File: config.mk
export PLATFORM = sky130hd
export DESIGN_NAME = meshRouter
export DESIGN_NICKNAME = d
export VERILOG_FILES = /design/src/common/routerPkg.sv /design/src/source/meshRouter.sv /design/src/source/switchFabric.sv /design/src/arbiter/outputArbiter.sv /design/src/arbiter/grantTimer.sv /design/src/inputPort/inputPort.sv
export SDC_FILE = /design/constraint.sdc
export NUM_CORES = 2
export LEC_CHECK = 0
export BUFFER_PORTS_ARGS = -buffer_cell sky130_fd_sc_hd__buf_2
export CORE_ASPECT_RATIO = 0.9
export CORE_MARGIN = 2
export CORE_UTILIZATION = 30
export DETAILED_ROUTE_END_ITERATION = 7
export PLACE_DENSITY = 0.49
export SYNTH_ARGS = -nofsm -noshare
export SYNTH_HDL_FRONTEND = slang
export SYNTH_SLANG_ARGS = --single-unit
export TNS_END_PERCENT = 20
File: constraint.sdc
create_clock -name clk -period 5.4 [get_ports clk]
set_clock_uncertainty 0.15 [all_clocks]
set_input_delay 0.81 -clock clk [delete_from_list [all_inputs] [get_ports clk]]
set_output_delay 0.81 -clock clk [all_outputs]
set_load 0.05 [all_outputs]
File: src/common/routerPkg.sv
package routerPkg;

  localparam int NUM_PORTS = 5;
  localparam int COORD_WIDTH = 2;
  localparam int LEN_WIDTH = 12;
  localparam int DATA_WIDTH = 16;

  // port indices, also bit positions in every port vector
  localparam int PORT_L = 0;
  localparam int PORT_N = 1;
  localparam int PORT_E = 2;
  localparam int PORT_W = 3;
  localparam int PORT_S = 4;

  localparam logic [2:0] FLIT_HEAD = 3'b001;
  localparam logic [2:0] FLIT_BODY = 3'b010;
  localparam logic [2:0] FLIT_TAIL = 3'b100;

  typedef struct packed {
    logic [2:0]            flitId;
    logic [DATA_WIDTH-1:0] data;
  } flitT;

  typedef logic [NUM_PORTS-1:0] portVecT;

  // header data holds destX, destY, then length in the low bits
  localparam int DEST_X_LSB = LEN_WIDTH + COORD_WIDTH;
  localparam int DEST_Y_LSB = LEN_WIDTH;
  localparam int LEN_LSB = 0;

  function automatic logic [COORD_WIDTH-1:0] headDestX(flitT f);
    return f.data[DEST_X_LSB +: COORD_WIDTH];
  endfunction

  function automatic logic [COORD_WIDTH-1:0] headDestY(flitT f);
    return f.data[DEST_Y_LSB +: COORD_WIDTH];
  endfunction

  // total flits, header and tail included
  function automatic logic [LEN_WIDTH-1:0] headLength(flitT f);
    return f.data[LEN_LSB +: LEN_WIDTH];
  endfunction

endpackage
File: src/source/meshRouter.sv
`timescale 1ns/1ps

module meshRouter #(
  parameter int ROUTER_X = 1,
  parameter int ROUTER_Y = 1,
  parameter int FIFO_DEPTH = 16
) (
  input  logic            clk,
  input  logic            rst,
  input  logic            inValidL,
  input  logic            inValidN,
  input  logic            inValidE,
  input  logic            inValidW,
  input  logic            inValidS,
  input  routerPkg::flitT inFlitL,
  input  routerPkg::flitT inFlitN,
  input  routerPkg::flitT inFlitE,
  input  routerPkg::flitT inFlitW,
  input  routerPkg::flitT inFlitS,
  output logic            outValidL,
  output logic            outValidN,
  output logic            outValidE,
  output logic            outValidW,
  output logic            outValidS,
  output routerPkg::flitT outFlitL,
  output routerPkg::flitT outFlitN,
  output routerPkg::flitT outFlitE,
  output routerPkg::flitT outFlitW,
  output routerPkg::flitT outFlitS
);
  import routerPkg::*;

  portVecT                 inValid;
  flitT [NUM_PORTS-1:0]    inFlit;
  portVecT [NUM_PORTS-1:0] req;
  flitT [NUM_PORTS-1:0]    headFlit;
  portVecT                 pop;
  portVecT                 outValid;
  flitT [NUM_PORTS-1:0]    outFlit;

  // packed in port index order, L at bit 0
  assign inValid = {inValidS, inValidW, inValidE, inValidN, inValidL};
  assign inFlit = {inFlitS, inFlitW, inFlitE, inFlitN, inFlitL};

  for (genvar p = 0; p < NUM_PORTS; p++)
  begin : inGen
    inputPort #(
      .ROUTER_X   (ROUTER_X),
      .ROUTER_Y   (ROUTER_Y),
      .FIFO_DEPTH (FIFO_DEPTH)
    ) port0 (
      .clk      (clk),
      .rst      (rst),
      .inValid  (inValid[p]),
      .inFlit   (inFlit[p]),
      .pop      (pop[p]),
      .req      (req[p]),
      .headFlit (headFlit[p])
    );
  end

  switchFabric fabric0 (
    .clk      (clk),
    .rst      (rst),
    .req      (req),
    .headFlit (headFlit),
    .pop      (pop),
    .outValid (outValid),
    .outFlit  (outFlit)
  );

  assign outValidL = outValid[PORT_L];
  assign outValidN = outValid[PORT_N];
  assign outValidE = outValid[PORT_E];
  assign outValidW = outValid[PORT_W];
  assign outValidS = outValid[PORT_S];
  assign outFlitL = outFlit[PORT_L];
  assign outFlitN = outFlit[PORT_N];
  assign outFlitE = outFlit[PORT_E];
  assign outFlitW = outFlit[PORT_W];
  assign outFlitS = outFlit[PORT_S];

endmodule

File: src/source/switchFabric.sv
`timescale 1ns/1ps

module switchFabric (
  input  logic                                       clk,
  input  logic                                       rst,
  input  routerPkg::portVecT [routerPkg::NUM_PORTS-1:0] req,
  input  routerPkg::flitT    [routerPkg::NUM_PORTS-1:0] headFlit,
  output routerPkg::portVecT                         pop,
  output routerPkg::portVecT                         outValid,
  output routerPkg::flitT    [routerPkg::NUM_PORTS-1:0] outFlit
);
  import routerPkg::*;

  portVecT [NUM_PORTS-1:0] reqToOut;   // indexed by output, bit per input
  portVecT [NUM_PORTS-1:0] grant;
  portVecT [NUM_PORTS-1:0] sendMask;
  portVecT                 headIsHeader;
  logic [NUM_PORTS-1:0][LEN_WIDTH-1:0] headLen;
  flitT [NUM_PORTS-1:0]    selFlit;

  always_comb
  begin
    for (int i = 0; i < NUM_PORTS; i++)
    begin
      headIsHeader[i] = headFlit[i].flitId == FLIT_HEAD;
      headLen[i] = headLength(headFlit[i]);
      for (int o = 0; o < NUM_PORTS; o++)
        reqToOut[o][i] = req[i][o];
    end
  end

  for (genvar o = 0; o < NUM_PORTS; o++)
  begin : outGen
    outputArbiter arb0 (
      .clk          (clk),
      .rst          (rst),
      .reqIn        (reqToOut[o]),
      .popIn        (pop),
      .headIsHeader (headIsHeader),
      .headLength   (headLen),
      .grant        (grant[o])
    );
  end

  always_comb
  begin
    pop = '0;
    for (int o = 0; o < NUM_PORTS; o++)
    begin
      sendMask[o] = grant[o] & reqToOut[o];
      pop = pop | sendMask[o];
    end
  end

  // crossbar mux, grant is one-hot
  always_comb
  begin
    for (int o = 0; o < NUM_PORTS; o++)
    begin
      selFlit[o] = '0;
      for (int i = 0; i < NUM_PORTS; i++)
        if (grant[o][i])
          selFlit[o] = headFlit[i];
    end
  end

  always_ff @(posedge clk)
  begin
    if (rst)
      outValid <= '0;
    else
      for (int o = 0; o < NUM_PORTS; o++)
        outValid[o] <= |sendMask[o];
  end

  always_ff @(posedge clk)
  begin
    for (int o = 0; o < NUM_PORTS; o++)
      if (|sendMask[o])
        outFlit[o] <= selFlit[o];
  end

endmodule

File: src/arbiter/outputArbiter.sv
`timescale 1ns/1ps

module outputArbiter (
  input  logic                                                 clk,
  input  logic                                                 rst,
  input  routerPkg::portVecT                                   reqIn,
  input  routerPkg::portVecT                                   popIn,
  input  routerPkg::portVecT                                   headIsHeader,
  input  logic [routerPkg::NUM_PORTS-1:0][routerPkg::LEN_WIDTH-1:0] headLength,
  output routerPkg::portVecT                                   grant
);
  import routerPkg::*;

  // one-hot states, bit 0 idle, bit k+1 held by input k
  localparam logic [5:0] ST_IDLE = 6'b000001;
  localparam logic [5:0] ST_L = 6'b000010;
  localparam logic [5:0] ST_N = 6'b000100;
  localparam logic [5:0] ST_E = 6'b001000;
  localparam logic [5:0] ST_W = 6'b010000;
  localparam logic [5:0] ST_S = 6'b100000;

  logic [5:0] state;
  logic [5:0] nextState;
  portVecT    run;
  portVecT    loadHead;
  portVecT    timesUp;

  // first requester in L,N,E,W,S order starting at start, wrapping
  function automatic logic [5:0] rotatePick(portVecT r, int unsigned start);
    int unsigned idx;
    rotatePick = ST_IDLE;
    for (int i = NUM_PORTS - 1; i >= 0; i--)
    begin
      idx = (start + i) % NUM_PORTS;
      if (r[idx])
        rotatePick = ST_L << idx;
    end
  endfunction

  always_ff @(posedge clk)
  begin
    if (rst)
      state <= ST_IDLE;
    else
      state <= nextState;
  end

  always_comb
  begin
    case (state)
      ST_IDLE:
        nextState = rotatePick(reqIn, PORT_L);
      ST_L:
        if (reqIn[PORT_L] && !timesUp[PORT_L])
          nextState = ST_L;
        else
          nextState = rotatePick(reqIn, PORT_N);
      ST_N:
        if (reqIn[PORT_N] && !timesUp[PORT_N])
          nextState = ST_N;
        else
          nextState = rotatePick(reqIn, PORT_E);
      ST_E:
        if (reqIn[PORT_E] && !timesUp[PORT_E])
          nextState = ST_E;
        else
          nextState = rotatePick(reqIn, PORT_W);
      ST_W:
        if (reqIn[PORT_W] && !timesUp[PORT_W])
          nextState = ST_W;
        else
          nextState = rotatePick(reqIn, PORT_S);
      ST_S:
        if (reqIn[PORT_S] && !timesUp[PORT_S])
          nextState = ST_S;
        else
          nextState = rotatePick(reqIn, PORT_L);
      default:
        nextState = ST_IDLE;
    endcase
  end

  assign grant = state[NUM_PORTS:1];

  // flit actually leaving through this output
  assign run = grant & reqIn & popIn;
  assign loadHead = run & headIsHeader;

  for (genvar k = 0; k < NUM_PORTS; k++)
  begin : timerGen
    grantTimer timer0 (
      .clk      (clk),
      .rst      (rst),
      .run      (run[k]),
      .loadHead (loadHead[k]),
      .length   (headLength[k]),
      .timesUp  (timesUp[k])
    );
  end

endmodule

File: src/arbiter/grantTimer.sv
`timescale 1ns/1ps

module grantTimer (
  input  logic                           clk,
  input  logic                           rst,
  input  logic                           run,
  input  logic                           loadHead,
  input  logic [routerPkg::LEN_WIDTH-1:0] length,
  output logic                           timesUp
);
  import routerPkg::*;

  logic [LEN_WIDTH-1:0] limit;
  logic [LEN_WIDTH-1:0] count;
  logic [LEN_WIDTH-1:0] limitNext;
  logic [LEN_WIDTH-1:0] countNext;

  always_comb
  begin
    limitNext = loadHead ? length : limit;
    if (loadHead)
      countNext = LEN_WIDTH'(1);   // header counts as first flit
    else if (run)
      countNext = count + 1'b1;
    else
      countNext = count;
  end

  // includes the flit being popped this cycle, so the arbiter
  // lets go in the same cycle the tail leaves
  assign timesUp = countNext == limitNext;

  always_ff @(posedge clk)
  begin
    if (rst)
    begin
      limit <= '0;
      count <= '0;
    end
    else
    begin
      limit <= limitNext;
      count <= countNext;
    end
  end

endmodule

File: src/inputPort/inputPort.sv
`timescale 1ns/1ps

module inputPort #(
  parameter int ROUTER_X = 1,
  parameter int ROUTER_Y = 1,
  parameter int FIFO_DEPTH = 16
) (
  input  logic                clk,
  input  logic                rst,
  input  logic                inValid,
  input  routerPkg::flitT     inFlit,
  input  logic                pop,
  output routerPkg::portVecT  req,
  output routerPkg::flitT     headFlit
);
  import routerPkg::*;

  localparam int PTR_W = (FIFO_DEPTH > 1) ? $clog2(FIFO_DEPTH) : 1;
  localparam logic [PTR_W-1:0] LAST_SLOT = PTR_W'(FIFO_DEPTH - 1);
  localparam logic [COORD_WIDTH-1:0] MY_X = COORD_WIDTH'(ROUTER_X);
  localparam logic [COORD_WIDTH-1:0] MY_Y = COORD_WIDTH'(ROUTER_Y);

  flitT mem [FIFO_DEPTH];
  logic [PTR_W-1:0] rdPtr;
  logic [PTR_W-1:0] wrPtr;
  logic [PTR_W:0]   count;

  logic    headValid;
  logic    headIsHeader;
  portVecT xyRoute;
  portVecT routeHold;   // route of the packet in flight

  assign headValid = count != '0;
  assign headFlit = mem[rdPtr];
  assign headIsHeader = headFlit.flitId == FLIT_HEAD;

  always_ff @(posedge clk)
  begin
    if (inValid)
      mem[wrPtr] <= inFlit;
  end

  always_ff @(posedge clk)
  begin
    if (rst)
    begin
      rdPtr <= '0;
      wrPtr <= '0;
      count <= '0;
    end
    else
    begin
      if (inValid)
        wrPtr <= (wrPtr == LAST_SLOT) ? '0 : wrPtr + 1'b1;
      if (pop)
        rdPtr <= (rdPtr == LAST_SLOT) ? '0 : rdPtr + 1'b1;
      case ({inValid, pop})
        2'b10:   count <= count + 1'b1;
        2'b01:   count <= count - 1'b1;
        default: count <= count;
      endcase
    end
  end

  // XY order: resolve X first, then Y
  always_comb
  begin
    xyRoute = '0;
    if (headDestX(headFlit) > MY_X)
      xyRoute[PORT_E] = 1'b1;
    else if (headDestX(headFlit) < MY_X)
      xyRoute[PORT_W] = 1'b1;
    else if (headDestY(headFlit) < MY_Y)
      xyRoute[PORT_N] = 1'b1;
    else if (headDestY(headFlit) > MY_Y)
      xyRoute[PORT_S] = 1'b1;
    else
      xyRoute[PORT_L] = 1'b1;
  end

  always_ff @(posedge clk)
  begin
    if (rst)
      routeHold <= '0;
    else if (pop && headIsHeader)
      routeHold <= xyRoute;   // kept until the next header
  end

  always_comb
  begin
    if (!headValid)
      req = '0;
    else if (headIsHeader)
      req = xyRoute;
    else
      req = routeHold;
  end

endmodule

==> metrics.yaml <==
crit_fanout: 22
ioPinCount: 202
syn_inst: 8942
wl_per_cell_um: 25.9
max_freq_ghz: 0.192
yosys.area_share.simple_pct: 12.9
die_h_um: 576
path_cells: "buf_12 > mux4_2 > nand2_1 > and4_1 > nand4_1 > a21oi_1 > nor2_1 > nand4_1 > ha_1 > inv_1 > fa_1 > inv_1 > a21o_1 > a21oi_1 > xnor2_1 > or3_1 > a21oi_1"
finalCritPeriodShare_pct: 96.4
yosysWarningCount: 0
io_buffer_count: 201
slew_viol_final: 0
ys_top_cells_by_count: "1615 x edfxtp_1, 977 x nand2_1, 801 x nor2_1, 745 x dfxtp_1, 603 x a21oi_1"
required_ns: 6.10
grt_overflow: 0
finalWirelength_um: 373000
synth_edf_count: 1615
synth_cell_types: 118
async_flop_share_pct: 0
antenna_found_initial: 53
die_area_mm2: 0.368
cap_viol_max_count: 0
seq_area_frac_synth_pct: 58.2
grt_pass1_vias: 75700
setup_violations: 0
synth_top_area_share_pct: 44.5
slowest_stage: "a21oi_1"
crit_type: "flop to flop"
synth_area_leaders: "edfxtp_1 45%, dfxtp_1 14%, mux4_2 8.1%, nand2_1 3.4%, a21oi_1 2.8%"
yosys_most_used_dff: "edfxtp_1"
ant_nets: 0
stdcell_area_mm2: 0.127
clock_latency_ns: 0.92
syn2layout_area_growth_pct: 16.6
syn_area_mm2: 0.109
vias: 77700
worstSetupEndpointType: "flop"
ys_ff_latch: 2360
first_pass_iters: 8
worstMarginPinSlew_ns: 1.28
synth_mux_area_share_pct: 9.70
routabilityCongestion: 0.931
static-leakage-power_nw: 41.4
numCtsBuffers: 273
viasPerCell: 5.41
fin_ws_ns: 0.195
drtIter0Drc: 8324
final_net_count: 9551
ir_worst_vdd_mv: 0.234
tritoncts: "yes"
slew_headroom_pct: 13.9
synth_xor_area_share_pct: 4.60
pre_cts_ws_ns: -0.0150
place_hpwl_um: 253000
die_w_um: 639
cp-start-kind: "flop"
synth_area_leader_cell: "edfxtp_1"
cts.sinks: 2360
track_usage_pct: 19.6
drive_above_1_share_pct: 17.7
slowest_delay_ns: 0.68
synthesis.nets: 9119
core.rowCount: 209
hold_path.class: "input pin to flop"
finalSetupTns_ns: 0
htreeDepth: 5
status: "finished clean"
grt_max_degree: 152
cpMostUsedCell: "a21oi_1"
start_util_pct: 30.2
synth_top_family_by_area: "simple AND/OR/NAND/NOR gates"
rsz0062_at_grt: "yes"
synth_most_common_cell: "edfxtp_1"
root_buffer: "clkbuf_16"
core_mm2: 0.361
grt_pass1_wl_um: 536000
cp_data_arrival_time_ns: 5.91
clock_path_buffers: 4
synth_compound_area_share_pct: 11.1
pwr_density_cell_mw_per_mm2: 315
synth.avg_cell_area_um2: 12.2
path_clk_slew_ns: 0.06
hold_viol: 0
drc: 0
post_dp_cell_area_mm2: 0.118
synthAdderAreaFrac_pct: 0.896
layout_min_cycle_time_ns: 5.21
worst max-delay path: cells and delay by family (launching register included):
family	cells	cell delay, ns
AND/OR/NAND/NOR	6	1.63
AO/OA/AOI/OAI	4	1.01
adder cells (fa/ha/maj)	2	0.66
flip-flops	1	0.54
multiplexers	1	0.53
buffers and inverters	3	0.43
XOR/XNOR	1	0.15
registers in the layout (all words and copies together) (netlist names), named ones only:
register,flops
inGen.port0.mem,1520
fabric0.outGen.arb0.timerGen.timer0.count,300
fabric0.outGen.arb0.timerGen.timer0.limit,300
fabric0.outFlit,95
fabric0.outGen.arb0.state,30
inGen.port0.count,25
inGen.port0.routeHold,25
inGen.port0.rdPtr,20
inGen.port0.wrPtr,20
fabric0.outValid,5
cell usage in the layout (no fill, tap or decap), types with 39 or more instances in the layout:
master	Yosys	layout
edfxtp_1	1615	1615
nand2_1	977	975
nor2_1	801	800
dfxtp_1	745	730
a21oi_1	603	602
buf_4	13	492
mux4_2	394	394
xnor2_1	290	290
clkbuf_16	0	275
nand3_1	232	231
o21ai_0	222	215
buf_2	65	200
xor2_1	170	170
nor3_1	164	161
nand4_1	131	131
inv_1	129	129
a22oi_1	129	129
mux2i_1	125	124
a211oi_1	109	109
and2_1	138	101
a221oi_1	99	97
a31oi_1	85	85
and3_1	82	82
ha_1	70	70
nor2b_1	66	65
nand2b_1	63	63
nor4_1	58	55
clkbuf_1	434	52
or3_1	49	49
clkinv_1	5	45
o211ai_1	45	45
a311oi_1	46	45
clkinv_2	0	43
diode_2	0	39
timing repair:
item | in CTS | in global routing
resized for setup | 1 | 15
endpoints found under the setup margin | 1 | 26
endpoints found under the hold margin | 2 | 0
hold buffers | 3 | 0
setup buffers | 0 | 8
power by group:
part	internal [mW]	switching (mW)
registers	19.4	0.0770
clock network	10.7	7.82
logic	0.475	1.44
stage by stage:
step / hold WS [ns] / cells / util, % / total power [mW]
floorplan: 0.282 / 8942 / - / 20.7
global placement: 0.297 / 13800 / 32.6 / 21.7
detailed placement: 0.298 / 13800 / 32.6 / 21.8
CTS: 0.0000382 / 14300 / 35.1 / 40.4
global route: 0.0608 / 14400 / 35.2 / 41.2
finish: 0.0752 / 14400 / 35.2 / 40.0
layer usage:
metal | vias to the layer above | track usage [%] | wire length [µm]
met3 | 735 | 2.97 | 22300
met4 | 34 | 10.6 | 22900
met1 | 39300 | 25.9 | 158000
met5 | - | 0 | 424
met2 | 2813 | 31.0 | 169000
li1 | 34900 | - | -
final cells by class:
cell class              count  area, µm²
clock buffers             342       7280
well taps                4747       5940
multi-input cells        5886      42800
inverters                 135        507
diodes                     39       97.6
flip-flops and latches   2360      63400
repair buffers            718       5180
fillers                 35000     234000
clock inverters           150       1630
worst paths after layout:
kind / endpoint / depth (start not counted) / startpoint / slack, ns
max reg2reg: inGen[3].port0.count[4] / 17 / flop / 0.19
max: inGen[3].port0.count[4] / 17 / flop / 0.19
min: inGen[2].port0.wrPtr[0] / 2 / rst / 0.08
min reg2reg: flop / 2 / flop / 0.31
cells by family (layout without fill, tap and decap cells):
group	Yosys count	count (layout)
simple gates	2965	2965
buf+inv	696	1345
xor+xnor	503	503
fa+ha+maj	75	75
compound gates	1799	1799
other cells	0	39
mux	544	544
flops	2360	2360
No activity file was read; power rests on OpenSTA's default activity.
